===== src/hw/uart_pkg.sv =====
// UART link shared definitions
// Oversampling rate, frame state encoding and requester count used by the
// transmitter, receiver, arbiter and top level

package uart_pkg;

  // every bit on the line spans this many baud ticks
  // the tick counters in the transmitter and receiver are 4 bits wide
  localparam int oversample = 16;

  // number of peer requesters sharing the transmitter
  localparam int num_src = 2;

  // frame states, shared by the transmitter and the receiver
  typedef enum logic [2:0] {
    idle   = 3'd0, // line held high, waiting for work
    start  = 3'd1, // start bit, line low
    data   = 3'd2, // data bits, LSB first
    parity = 3'd3, // even parity bit
    stop   = 3'd4  // stop bit, line high
  } uart_state_t;

  // Frame layout on the line, one entry per bit time:
  //   start | d0 .. d(DATA_BITS-1) | parity | stop
  // so a frame is DATA_BITS+3 bits, each oversample ticks long.
  // Even parity means the parity bit equals the XOR of the data bits,
  // giving an even count of ones across data and parity together.

endpackage


===== src/hw/baud_tick_gen.sv =====
// Baud tick generator
// Free-running divider that pulses tick for one clk cycle every BAUD_DIV
// cycles, giving 16 ticks per bit at the link's bit rate

`timescale 1ns/1ps

module baud_tick_gen #(
  parameter int BAUD_DIV = 4
) (
  input  logic clk,
  input  logic rst,
  output logic tick
);

  localparam int cnt_w = (BAUD_DIV > 1) ? $clog2(BAUD_DIV) : 1;
  localparam logic [cnt_w-1:0] reload = cnt_w'(BAUD_DIV - 1);

  logic [cnt_w-1:0] cnt_q; // counts down to zero, then reloads

  always_ff @(posedge clk or negedge rst) begin
    if (!rst) begin
      cnt_q <= reload;
    end else begin
      if (cnt_q == '0) begin
        cnt_q <= reload; // wrap and start the next period
      end else begin
        cnt_q <= cnt_q - 1'b1;
      end
    end
  end

  // one cycle wide, once per BAUD_DIV cycles
  assign tick = (cnt_q == '0);

endmodule


===== src/hw/uart_transmitter.sv =====
// UART transmitter, 16x oversampled
// Sends start, data LSB first, even parity and stop bits, each held for
// 16 baud ticks, and pulses tx_done on the last tick of the stop bit

`timescale 1ns/1ps

module uart_transmitter import uart_pkg::*; #(
  parameter int DATA_BITS = 8
) (
  input  logic                 clk,
  input  logic                 rst,
  input  logic                 tick,
  input  logic                 tx_start,
  input  logic [DATA_BITS-1:0] din,
  output logic                 tx,
  output logic                 tx_done
);

  localparam int cnt_w = $clog2(DATA_BITS);
  localparam logic [3:0]       tick_last = 4'(oversample - 1);
  localparam logic [cnt_w-1:0] bit_last  = cnt_w'(DATA_BITS - 1);

  uart_state_t          state_q;
  uart_state_t          state_d;
  logic [3:0]           tick_cnt_q; // ticks spent in the current bit
  logic [3:0]           tick_cnt_d;
  logic [cnt_w-1:0]     bit_cnt_q;  // data bits already sent
  logic [cnt_w-1:0]     bit_cnt_d;
  logic [DATA_BITS-1:0] shift_q;    // word being shifted out, bit 0 is on the line
  logic [DATA_BITS-1:0] shift_d;
  logic                 par_q;      // even parity of the latched word
  logic                 par_d;
  logic                 tx_q;       // registered line driver
  logic                 tx_d;

  always_ff @(posedge clk or negedge rst) begin
    if (!rst) begin
      state_q    <= idle;
      tick_cnt_q <= '0;
      bit_cnt_q  <= '0;
      tx_q       <= 1'b1; // idle line is high
    end else begin
      state_q    <= state_d;
      tick_cnt_q <= tick_cnt_d;
      bit_cnt_q  <= bit_cnt_d;
      tx_q       <= tx_d;
    end
  end

  always_ff @(posedge clk) begin
    shift_q <= shift_d;
    par_q   <= par_d;
  end

  // Each bit boundary also loads the next line level into tx_d, so the
  // registered tx changes on the same edge as the state does.
  always_comb begin
    state_d    = state_q;
    tick_cnt_d = tick_cnt_q;
    bit_cnt_d  = bit_cnt_q;
    shift_d    = shift_q;
    par_d      = par_q;
    tx_d       = tx_q;
    tx_done    = 1'b0;

    case (state_q)
      idle: begin
        if (tx_start) begin
          state_d    = start;
          tick_cnt_d = '0;
          bit_cnt_d  = '0;
          shift_d    = din;
          par_d      = ^din; // even parity
          tx_d       = 1'b0; // start bit goes out on the next cycle
        end
      end
      start: begin
        if (tick) begin
          if (tick_cnt_q == tick_last) begin
            state_d    = data;
            tick_cnt_d = '0;
            tx_d       = shift_q[0];
          end else begin
            tick_cnt_d = tick_cnt_q + 4'd1;
          end
        end
      end
      data: begin
        if (tick) begin
          if (tick_cnt_q == tick_last) begin
            tick_cnt_d = '0;
            shift_d    = shift_q >> 1;
            if (bit_cnt_q == bit_last) begin
              state_d = parity;
              tx_d    = par_q;
            end else begin
              bit_cnt_d = bit_cnt_q + 1'b1;
              tx_d      = shift_d[0];
            end
          end else begin
            tick_cnt_d = tick_cnt_q + 4'd1;
          end
        end
      end
      parity: begin
        if (tick) begin
          if (tick_cnt_q == tick_last) begin
            state_d    = stop;
            tick_cnt_d = '0;
            tx_d       = 1'b1;
          end else begin
            tick_cnt_d = tick_cnt_q + 4'd1;
          end
        end
      end
      stop: begin
        if (tick) begin
          if (tick_cnt_q == tick_last) begin
            state_d    = idle;
            tick_cnt_d = '0;
            tx_done    = 1'b1; // last cycle of the stop bit
          end else begin
            tick_cnt_d = tick_cnt_q + 4'd1;
          end
        end
      end
      default: state_d = idle;
    endcase
  end

  assign tx = tx_q;

endmodule


===== src/hw/uart_receiver.sv =====
// UART receiver, 16x oversampled
// Synchronizes rx, arms on a falling edge, samples every bit at mid-bit and
// reports the word with even parity and stop bit checks

`timescale 1ns/1ps

module uart_receiver import uart_pkg::*; #(
  parameter int DATA_BITS = 8
) (
  input  logic                 clk,
  input  logic                 rst,
  input  logic                 tick,
  input  logic                 rx,
  output logic [DATA_BITS-1:0] rx_data,
  output logic                 rx_valid,
  output logic                 rx_parity_err,
  output logic                 rx_frame_err
);

  localparam int cnt_w = $clog2(DATA_BITS);
  localparam logic [3:0]       tick_mid  = 4'(oversample / 2 - 1);
  localparam logic [3:0]       tick_last = 4'(oversample - 1);
  localparam logic [cnt_w-1:0] bit_last  = cnt_w'(DATA_BITS - 1);

  logic [1:0]           sync_q;     // two-flop synchronizer, bit 1 is the safe copy
  logic                 rx_s;
  logic                 rx_prev_q;  // previous synchronized level for edge detect
  uart_state_t          state_q;
  uart_state_t          state_d;
  logic [3:0]           tick_cnt_q;
  logic [3:0]           tick_cnt_d;
  logic [cnt_w-1:0]     bit_cnt_q;
  logic [cnt_w-1:0]     bit_cnt_d;
  logic                 shift_en;   // sample a data bit this cycle
  logic                 par_en;     // sample the parity bit this cycle
  logic                 stop_en;    // sample the stop bit and report
  logic [DATA_BITS-1:0] shift_q;
  logic                 par_bit_q;
  logic [DATA_BITS-1:0] rx_data_q;
  logic                 rx_valid_q;
  logic                 parity_err_q;
  logic                 frame_err_q;

  assign rx_s = sync_q[1];

  always_ff @(posedge clk or negedge rst) begin
    if (!rst) begin
      sync_q       <= 2'b11; // line idles high
      rx_prev_q    <= 1'b1;
      state_q      <= idle;
      tick_cnt_q   <= '0;
      bit_cnt_q    <= '0;
      rx_valid_q   <= 1'b0;
      parity_err_q <= 1'b0;
      frame_err_q  <= 1'b0;
    end else begin
      sync_q     <= {sync_q[0], rx};
      rx_prev_q  <= rx_s;
      state_q    <= state_d;
      tick_cnt_q <= tick_cnt_d;
      bit_cnt_q  <= bit_cnt_d;
      rx_valid_q <= stop_en;
      if (stop_en) begin
        parity_err_q <= par_bit_q ^ (^shift_q); // flags hold until the next word
        frame_err_q  <= ~rx_s;
      end
    end
  end

  always_ff @(posedge clk) begin
    if (shift_en) shift_q <= {rx_s, shift_q[DATA_BITS-1:1]}; // LSB arrives first
    if (par_en) par_bit_q <= rx_s;
    if (stop_en) rx_data_q <= shift_q;
  end

  always_comb begin
    state_d    = state_q;
    tick_cnt_d = tick_cnt_q;
    bit_cnt_d  = bit_cnt_q;
    shift_en   = 1'b0;
    par_en     = 1'b0;
    stop_en    = 1'b0;

    case (state_q)
      idle: begin
        if (rx_prev_q && !rx_s) begin // high-to-low edge arms the receiver
          state_d    = start;
          tick_cnt_d = '0;
        end
      end
      start: begin
        if (tick) begin
          if (tick_cnt_q == tick_mid) begin
            tick_cnt_d = '0;
            bit_cnt_d  = '0;
            // a glitch that is back high by mid-bit is dropped
            state_d    = rx_s ? idle : data;
          end else begin
            tick_cnt_d = tick_cnt_q + 4'd1;
          end
        end
      end
      data: begin
        if (tick) begin
          if (tick_cnt_q == tick_last) begin
            tick_cnt_d = '0;
            shift_en   = 1'b1;
            if (bit_cnt_q == bit_last) state_d = parity;
            else bit_cnt_d = bit_cnt_q + 1'b1;
          end else begin
            tick_cnt_d = tick_cnt_q + 4'd1;
          end
        end
      end
      parity: begin
        if (tick) begin
          if (tick_cnt_q == tick_last) begin
            tick_cnt_d = '0;
            par_en     = 1'b1;
            state_d    = stop;
          end else begin
            tick_cnt_d = tick_cnt_q + 4'd1;
          end
        end
      end
      stop: begin
        if (tick) begin
          if (tick_cnt_q == tick_last) begin
            tick_cnt_d = '0;
            stop_en    = 1'b1; // mid stop bit, half a bit before the sender ends
            state_d    = idle;
          end else begin
            tick_cnt_d = tick_cnt_q + 4'd1;
          end
        end
      end
      default: state_d = idle;
    endcase
  end

  assign rx_data       = rx_data_q;
  assign rx_valid      = rx_valid_q;
  assign rx_parity_err = parity_err_q;
  assign rx_frame_err  = frame_err_q;

endmodule


===== src/hw/tx_arbiter.sv =====
// Round-robin arbiter for the shared UART transmitter
// Holds one word per requester, grants the transmitter to pending words in
// turn and returns a done pulse to the owner when its frame ends

`timescale 1ns/1ps

module tx_arbiter import uart_pkg::*; #(
  parameter int DATA_BITS = 8
) (
  input  logic                 clk,
  input  logic                 rst,
  input  logic [num_src-1:0]   req,
  input  logic [DATA_BITS-1:0] data_a,
  input  logic [DATA_BITS-1:0] data_b,
  output logic [num_src-1:0]   pending,
  output logic [num_src-1:0]   done,
  output logic                 tx_start,
  output logic [DATA_BITS-1:0] din,
  input  logic                 tx_done
);

  localparam int idx_w = $clog2(num_src);

  logic [DATA_BITS-1:0] src_data [num_src];
  logic [DATA_BITS-1:0] hold_q   [num_src]; // one held word per requester
  logic [num_src-1:0]   pending_q;
  logic [num_src-1:0]   done_q;
  logic                 busy_q;             // a frame is on the line
  logic [idx_w-1:0]     gnt_q;              // owner of the frame under way
  logic [idx_w-1:0]     last_q;             // last granted requester
  logic                 tx_start_q;
  logic [DATA_BITS-1:0] din_q;
  logic                 grant_ok;
  logic [idx_w-1:0]     grant_idx;
  logic                 frame_end;

  assign src_data[0] = data_a;
  assign src_data[1] = data_b;
  assign frame_end   = busy_q & tx_done;

  // search starts just after the last winner, so a tie goes to the other side
  always_comb begin
    logic [idx_w-1:0] cand;
    grant_ok  = 1'b0;
    grant_idx = last_q;
    for (int k = 1; k <= num_src; k++) begin
      cand = idx_w'((int'(last_q) + k) % num_src);
      if (!grant_ok && !busy_q && pending_q[cand]) begin
        grant_ok  = 1'b1;
        grant_idx = cand;
      end
    end
  end

  always_ff @(posedge clk or negedge rst) begin
    if (!rst) begin
      pending_q  <= '0;
      done_q     <= '0;
      busy_q     <= 1'b0;
      gnt_q      <= '0;
      last_q     <= idx_w'(num_src - 1); // requester 0 wins the first tie
      tx_start_q <= 1'b0;
    end else begin
      tx_start_q <= grant_ok;
      done_q     <= '0;
      if (grant_ok) begin
        busy_q <= 1'b1;
        gnt_q  <= grant_idx;
        last_q <= grant_idx;
      end else if (frame_end) begin
        busy_q        <= 1'b0;
        done_q[gnt_q] <= 1'b1;
      end
      for (int i = 0; i < num_src; i++) begin
        if (req[i] && !pending_q[i]) pending_q[i] <= 1'b1; // strobes while pending are dropped
        else if (frame_end && gnt_q == idx_w'(i)) pending_q[i] <= 1'b0;
      end
    end
  end

  always_ff @(posedge clk) begin
    for (int i = 0; i < num_src; i++) begin
      if (req[i] && !pending_q[i]) hold_q[i] <= src_data[i];
    end
    if (grant_ok) din_q <= hold_q[grant_idx];
  end

  assign pending  = pending_q;
  assign done     = done_q;
  assign tx_start = tx_start_q;
  assign din      = din_q;

endmodule


===== src/hw/uart_link_top.sv =====
// Serial link top level
// Two requesters share one UART transmitter through a round-robin arbiter,
// and a matching receiver decodes the rx pin, both paced by one tick source

`timescale 1ns/1ps

module uart_link_top import uart_pkg::*; #(
  parameter int DATA_BITS = 8,
  parameter int BAUD_DIV  = 4
) (
  input  logic                 clk,
  input  logic                 rst,
  input  logic [num_src-1:0]   req,
  input  logic [DATA_BITS-1:0] data_a,
  input  logic [DATA_BITS-1:0] data_b,
  output logic [num_src-1:0]   pending,
  output logic [num_src-1:0]   done,
  output logic                 tx,
  input  logic                 rx,
  output logic [DATA_BITS-1:0] rx_data,
  output logic                 rx_valid,
  output logic                 rx_parity_err,
  output logic                 rx_frame_err
);

  logic                 tick;     // 16x bit-rate pulse shared by both directions
  logic                 tx_start;
  logic [DATA_BITS-1:0] tx_din;
  logic                 tx_done;

  baud_tick_gen #(.BAUD_DIV(BAUD_DIV)) u_tick (
    .clk  (clk),
    .rst  (rst),
    .tick (tick)
  );

  tx_arbiter #(.DATA_BITS(DATA_BITS)) u_arb (
    .clk      (clk),
    .rst      (rst),
    .req      (req),
    .data_a   (data_a),
    .data_b   (data_b),
    .pending  (pending),
    .done     (done),
    .tx_start (tx_start),
    .din      (tx_din),
    .tx_done  (tx_done)
  );

  uart_transmitter #(.DATA_BITS(DATA_BITS)) u_tx (
    .clk      (clk),
    .rst      (rst),
    .tick     (tick),
    .tx_start (tx_start),
    .din      (tx_din),
    .tx       (tx),
    .tx_done  (tx_done)
  );

  uart_receiver #(.DATA_BITS(DATA_BITS)) u_rx (
    .clk           (clk),
    .rst           (rst),
    .tick          (tick),
    .rx            (rx),
    .rx_data       (rx_data),
    .rx_valid      (rx_valid),
    .rx_parity_err (rx_parity_err),
    .rx_frame_err  (rx_frame_err)
  );

endmodule


===== config.mk =====
export PLATFORM = sky130hd
export DESIGN_NAME = uart_link_top
export DESIGN_NICKNAME = d
export VERILOG_FILES = /design/src/hw/uart_pkg.sv /design/src/hw/baud_tick_gen.sv /design/src/hw/uart_transmitter.sv /design/src/hw/uart_receiver.sv /design/src/hw/tx_arbiter.sv /design/src/hw/uart_link_top.sv
export SDC_FILE = /design/constraint.sdc
export NUM_CORES = 1
export LEC_CHECK = 0
export BUFFER_PORTS_ARGS = -buffer_cell sky130_fd_sc_hd__buf_4
export CAP_MARGIN = 10
export CORE_MARGIN = 1.5
export CORE_UTILIZATION = 50
export DETAILED_ROUTE_END_ITERATION = 8
export GPL_TIMING_DRIVEN = 0
export PLACE_DENSITY = 0.68
export SYNTH_ARGS = -nofsm -noshare
export SYNTH_HDL_FRONTEND = slang
export SYNTH_SLANG_ARGS = --single-unit

===== constraint.sdc =====
create_clock -name clk -period 3.4 [get_ports clk]
set_input_delay 0.17 -clock clk [delete_from_list [all_inputs] [get_ports clk]]
set_output_delay 0.17 -clock clk [all_outputs]
set_load 0.02 [all_outputs]

# Word-level counts from Yosys, hierarchy flattened
# Memory sizes are Yosys's and may differ from the RTL's. A register that Yosys moved wholly into a read port is not among the register bits.
# Index checks and enable logic that the tools add are counted.
word_totals:
  ff_bits: 63
  latchBits: 0
  mem_bits_rw: 16
  rom_bits: 0
  in_bits: 21
  output_inout_bits: 16
  elab_cells: 204
  memories: 1
classes:
  add_sub_neg: 7
  multipliers: 0
  div_mod_pow: 0
  magnitude_cmp: 4
  eq_ne: 37
  shift: 0
  n_mux: 88
  n_bitwise: 4
  n_reduce_logical: 38
memory_table:
  columns: ["name", "depth", "word_bits", "rd", "rd_clocked_by_memory_dff", "wr", "line_no", "rtl"]
  rows:
  - ["u_arb.hold_q", 2, 8, 1, 1, 2, "tx_arbiter.sv:25", "logic [DATA_BITS-1:0] hold_q [num_src];"]
ops:
  columns: ["operator", "count"]
  rows:
  - ["two-way mux 3 bit", 29]
  - ["two-way mux 1 bit", 35]
  - ["two-way mux 4 bit", 8]
  - ["case mux 3 bit (5 select lines)", 2]
  - ["!= test 2 x 1 -> 1 bit (second input constant)", 13]
  - ["two-way mux 8 bit", 3]
  - ["!= test 2 bit (second input constant)", 11]
  - ["AND reduction 10 bit", 2]
  - ["case mux 8 bit (2 select lines)", 1]
  - ["parity 8 bit", 2]
  - ["== test 3 x 2 -> 1 bit (second input constant)", 4]
  - ["== test 3 bit (second input constant)", 4]
  - ["case mux 3 bit (2 select lines)", 2]
  - ["case mux 4 bit (3 select lines)", 1]
  - ["nonzero test 2 bit", 6]
  - ["logical AND 1 bit", 9]
  - ["adder 4 x 1 -> 4 bit (second input constant)", 2]
  - ["== test 4 bit (second input constant)", 2]
  - ["two-way mux 2 bit", 4]
  - ["case mux 4 bit (2 select lines)", 1]
  - ["AND reduction 4 bit", 2]
  - ["AND reduction 8 bit", 1]
  - ["adder 3 x 1 -> 3 bit (second input constant)", 2]
  - ["== test 3 x 1 -> 1 bit (second input constant)", 2]
  - ["other kinds (21)", 30]

# Longest topological paths before layout
# Gate-level depths: netlist of the first run.
logic_depth:
  word_depth: 10
  mapped_depth: 7
  ltp_nobuf: 6

# By module
# Synthesis of the first run repeated with hierarchy kept, for this count alone.
hier_totals:
  cells_unflattened: 302
  hier_area_um2: 4076.4
by_module_without_submodules:
  columns: ["mod", "instances", "cells_each", "area_each_um2", "seq_area_each_um2"]
  rows:
  - ["uart_receiver", 1, 101, 1445.1, 914.6]
  - ["tx_arbiter", 1, 91, 1373.8, 922.1]
  - ["uart_transmitter", 1, 103, 1174.9, 546.8]
  - ["baud_tick_gen", 1, 7, 82.6, 52.6]

# Least setup slack after synthesis of the first run
# Ideal clock, no wire load.
synth_timing:
  path_type: "reg-to-reg"
  from: "register u_tick.cnt_q[0]"
  to: "register u_rx.bit_cnt_q[0]"
  setup_ps: 125
  arrival_time_ps: 1812
  required_ps: 3275
  path_slack_ps: 1464
  path_stages_with_launch: 8
  n_path_buf: 1
  synth_period_minus_slack_ps: 1936
  path_cell_list: "dfstp_2 inv_1 ha_1 and3_1 buf_2 and4_1 nor2b_1 mux2_2"
synth_between:
  elab_chain_len: 3
  word_cells_on_any_way: 4
  cone_classes: "2 x eq/ne; 2 x reduce/logical"
synth_rtl:
  columns: ["item", "line_no", "rtl"]
  rows:
  - ["start: declaration", "baud_tick_gen.sv:18", "logic [cnt_w-1:0] cnt_q;"]
  - ["start signal: assignment", "baud_tick_gen.sv:22", "cnt_q <= reload;"]
  - ["start signal: assignment", "baud_tick_gen.sv:25", "cnt_q <= reload;"]
  - ["start signal: assignment", "baud_tick_gen.sv:27", "cnt_q <= cnt_q - 1'b1;"]
  - ["logical NOT 2 bit *", "baud_tick_gen.sv:33", "assign tick = (cnt_q == '0);"]
  - ["!= test 2 bit (no line)", null, null]
  - ["AND reduction 6 bit (no line) *", null, null]
  - ["end signal: assignment", "uart_receiver.sv:61", "bit_cnt_q <= bit_cnt_d;"]
  - ["end: declaration", "uart_receiver.sv:32", "logic [cnt_w-1:0] bit_cnt_q;"]
# Every way passes the cells marked *; elsewhere a longest branch is shown, timed or not.
# A chain may end at the register's enable or synchronous reset.

# Final worst setup path of the first run
# Same ends and word-level chain as after synthesis.

==> results of run 1 <==
[path summary, 6_finish.rpt]
| kind | startpoint | endpoint | slack, ns |
|---|---|---|---|
| max | u_tick.cnt_q[0] | u_rx.bit_cnt_q[0] | 1.25 |
| max reg2reg | u_tick.cnt_q[0] | u_rx.bit_cnt_q[0] | 1.25 |
| min in group asynchronous | rst | u_rx.rx_valid | 0.31 |
| min | req[1] | u_arb.pending[1] | 0.05 |
| min reg2reg | u_rx.sync_q[0] | u_rx.sync_q[1] | 0.36 |
| max in group asynchronous | rst | u_tick.cnt_q[1] | 2.73 |
[cell families (layout without fill, tap and decap cells)]
kind of cell | after synthesis | count (layout) | share of synthesized area
multiplexers | 22 | 22 | 0.0644
adder cells (fa/ha/maj) | 7 | 7 | 0.0232
XOR/XNOR | 16 | 16 | 0.0408
AO/OA/AOI/OAI | 47 | 47 | 0.0963
buffers and inverters | 27 | 97 | 0.0319
AND/OR/NAND/NOR | 63 | 63 | 0.0969
flip-flops | 87 | 87 | 0.646
[final cells by class]
| type | instances | area [um^2] | share of cell area |
|---|---|---|---|
| multi-input combinational | 155 | 1210 | 0.266 |
| clock buffer | 10 | 138 | 0.0302 |
| buffer | 10 | 56.3 | 0.0124 |
| inverter | 17 | 63.8 | 0.0140 |
| tap | 99 | 124 | 0.0272 |
| sequential | 87 | 2440 | 0.535 |
| clock inverter | 6 | 72.6 | 0.0159 |
| timing repair buffer | 54 | 450 | 0.0989 |
[through the flow]
stage          hold WS, ns  setup WS, ns
2_1_floorplan       -0.126          1.46
3_3_place_gp         0.168          1.27
3_5_place_dp         0.173          1.25
4_1_cts             0.0362          1.23
5_1_grt             0.0399          1.03
6_report            0.0510          1.25
[flip-flops by register name, indices dropped and copies added, names as in the netlist, 4 cells and up]
name / count
u_rx.tick_cnt_q: 4
u_rx.shift_q: 8
u_arb.din: 8
u_tx.tick_cnt_q: 4
u_tx.shift_q: 8
u_arb.hold_q: 16
u_rx.rx_data: 8
[layer usage]
layer,share of wire,global-route usage
met4,0.010,0.0437
met2,0.47,0.256
met1,0.48,0.228
met3,0.039,0.0558
met5,0,0
[power breakdown]
part	switching, mW	total, mW	internal (mW)
Sequential	0.0563	1.25	1.19
Combinational	0.221	0.421	0.200
Clock	0.386	0.758	0.372
[placed cells by master (no fill, tap or decap), types with 9 or more instances in the layout]
cell type      synthesis  routed
edfxtp_1              50      50
buf_4                  1      37
dfrtp_1               30      30
mux2_2                18      18
dlygate4sd3_1          0      18
inv_1                 17      17
xnor2_1               13      13
nor2_1                12      12
nor2b_1               10      10
clkbuf_8               0      10
o21ai_0                9       9
[critical path, cell delays in order, from the launching register on]
cell,delay [ns]
dfstp_2,0.54
inv_1,0.04
ha_1,0.29
and3_1,0.21
buf_2,0.16
and4_1,0.33
nor2b_1,0.21
mux2_2,0.26
==> metrics.yaml, run 1 <==
status: "finished, final reports clean"
initial_core_util: 0.520
grt_max_degree: 38
hold_violations: 0
ctsHoldBuffers: 18
drt-pass1-iter-count: 4
period_share: 0.631
htree_levels: 3
grt_use_total: 0.166
clock_path_buffers: 2
yosysWarnings: 0
antenna_found_initial: 0
synth-async-reset-ratio: 0.425
hold_path_class: "primary input to flop"
startpoint_type: "flop"
cp.required_ns: 3.64
yosysTopAreaCell: "edfxtp_1"
cap_viol_max_count: 0
place_hpwl_um: 4140
drcViolationCount: 0
grt_overflow: 0
maxSlewViolCount: 0
cts.clk_slew.worst_paths_ns: 0.09
fin_util: 0.628
p_leak_nw: 1.85
die_h_um: 89.8
synth-seq-cells: 87
setup_viol: 0
avgViaCountPerCell: 5.18
syn_to_final_growth_pct: 20.8
worst_pin_slew_ns: 1.07
die_area_mm2: 0.00807
synth_flop_cell: "edfxtp_1"
synth_edf_count: 50
placed_cell_area_mm2: 0.00416
grt_pass1_vias: 2187
crit_path_max_fanout: 9
synth.most_common_cell: "edfxtp_1"
drtIter0Drc: 53
drive_above_1_share: 0.286
insertion_delay_ns: 0.36
max_slew_margin: 0.277
place.gp.congestion: 0.768
io_buffers: 36
power_mw: 2.43
nets: 362
num_rows: 31
max_freq_mhz: 466
coreArea_mm2: 0.00725
crit_arrival_ns: 2.39
synth_common_cells: "edfxtp_1, dfrtp_1, mux2_2"
worstRegToRegCells: 7
synthTopCellsByArea: "edfxtp_1, dfrtp_1, mux2_2, dfstp_2, xnor2_1"
synth_top_area_share: 0.398
drt_wl_total_um: 6300
p_per_area_mw_per_mm2: 533
ys_seq_area_frac: 0.646
finalClockSkew_ns: 0.0100
cts-root-buf: "clkbuf_8"
vias: 2268
syn_avg_cell_area_um2: 14.0
cts_tree: "yes"
syn_inst: 269
fill_cells: 571
tns_ns: 0
ant_nets: 0
synth_cell_types: 56
ir_drop_v: 0.000283
grt_pass1_wl_um: 10500
post_drt_wl_per_cell_um: 14.4
whs_path_depth: 3
final_cells: 438
layout_min_cycle_time_ns: 2.15
cts_setup_buffers: 0
dp.cells: 404
cts_made_buffers: 9
syn-num-nets: 297
cts_sinks: 87
design.portCount: 37
fp.dieW_um: 89.8
rsz0062_at_grt: "false"
cts_resized: 0
diodes: 0
fin_area_mm2: 0.00455
syn-cell-area_mm2: 0.00377
worstSetupEndpointType: "flop"
critPathKind: "flop to flop"
Note: power is estimated with default switching activity, not from simulation.
==> run 2, diff against run 1 <==
- PLACE_DENSITY: 0.68 -> 0.71
- clock period: 3.4 -> 1.8 ns (I/O delays scaled with it)
==> metrics.yaml, run 2 (same netlist as run 1, synthesis figures left out) <==
status: "finished, final reports clean"
drt_wl_total_um: 6400
mostFrequentLayoutCells: "edfxtp_1, buf_4, dfrtp_1"
diodes: 0
rsz0062_at_grt: "false"
cts-root-buf: "clkbuf_8"
syn_to_final_growth_pct: 23.7
dp.cells: 404
drive_above_1_share: 0.333
seq_area_mm2: 0.00244
tns_ns: 0
hold_violations: 0
crit_path_max_fanout: 9
cts_sinks: 87
ir_drop_v: 0.000456
fill_cells: 541
design.portCount: 37
finalClockSkew_ns: 0.0158
avgViaCountPerCell: 5.26
cp.required_ns: 2.05
drt-pass1-iter-count: 4
worstRegToRegCells: 6
grtUsageMet3: 0.0364
crit_arrival_ns: 1.98
setup_viol: 0
cts_made_buffers: 9
num_rows: 31
die_area_mm2: 0.00807
antenna_found_initial: 0
period_share: 0.964
coreArea_mm2: 0.00725
largest_reg_flops: 16
grt_use_total: 0.172
io_buffers: 36
power_mw: 4.48
top_register: "u_arb.hold_q"
cap_viol_max_count: 0
reg2reg_setup_slack_ns: 0.06
grt_max_degree: 38
regToRegStartpoint: "u_tick.cnt_q[0]"
worst_pin_slew_ns: 0.836
drtIter0Drc: 129
final_common_cell: "edfxtp_1"
critPathKind: "flop to flop"
clock_path_buffers: 2
place_hpwl_um: 4130
vias: 2351
gr-max-usage-layer: "met2"
grt_overflow: 0
initial_core_util: 0.520
htree_levels: 3
met1_usage: 0.231
die_h_um: 89.8
p_per_area_mw_per_mm2: 961
place.gp.congestion: 0.816
cts.clk_slew.worst_paths_ns: 0.09
final_cells: 447
startpoint_type: "flop"
grt_pass1_vias: 2355
worstSetupEndpointType: "flop"
grt_pass1_wl_um: 11000
multi_input_area_mm2: 0.00127
fp.dieW_um: 89.8
drcViolationCount: 0
maxSlewViolCount: 0
rr_endpoint: "u_rx.bit_cnt_q[0]"
cts_tree: "yes"
hold_path_class: "primary input to async pin"
ant_nets: 0
layout_min_cycle_time_ns: 1.74
p_leak_nw: 1.86
whs_ns: 0.230
use_met2: 0.275
post_drt_wl_per_cell_um: 14.3
insertion_delay_ns: 0.36
max_slew_margin: 0.440
max_freq_mhz: 576
nets: 371
-- run 2: area by class of cell --
type	count	share of cell area
buffer	9	0.0118
clock buffer	9	0.0266
clock inverter	7	0.0118
inverter	17	0.0137
multi-input combinational	155	0.273
sequential	87	0.523
tap	99	0.0266
timing repair buffer	64	0.114
-- run 2: worst max-delay path, stage by stage (launching register included) --
cell	delay [ns]
dfstp_2	0.55
inv_2	0.04
ha_4	0.17
and3_2	0.27
and4_4	0.19
nor2b_1	0.15
mux2_2	0.26
-- run 2: worst max path at each step --
stage,end,cells after the start,start
global placement,u_tx.shift_q[5],4,u_tx.state_q[0]
detailed placement,u_tx.shift_q[6],4,u_tx.state_q[0]
finish,u_rx.bit_cnt_q[0],6,u_tick.cnt_q[0]
global route,u_tx.tx,8,u_tick.cnt_q[0]
CTS,u_tx.bit_cnt_q[0],6,u_tx.bit_cnt_q[0]
floorplan,u_rx.bit_cnt_q[0],7,u_tick.cnt_q[0]
-- run 2: routing by layer --
layer  vias up  wire [um]
met3         8        217
li1       1147          -
met4         0         74
met1      1145       2960
met5         -          0
met2        51       3150
-- run 2: timing repair --
action                                 in CTS  in global routing
pin swaps                                   4                  3
setup buffers                               6                  2
endpoints found under the hold margin      49                  0
gates resized for setup                     9                  7
hold buffers                               20                  0
setup endpoints to repair                  23                 20
-- run 2: metrics by stage --
step,cell area (um^2),utilization,setup WS [ns]
after floorplan,3770,-,-0.0366
after global placement,4170,0.574,-0.309
after detailed placement,4170,0.574,-0.327
after CTS,4620,0.637,0.0241
after global routing,4660,0.643,0.00801
final,4660,0.643,0.0643
-- run 2: power by group --
part           internal [mW]  switching, mW  total [mW]
clock network          0.513          0.725        1.24
logic                  0.438          0.436       0.875
registers               2.25          0.117        2.37
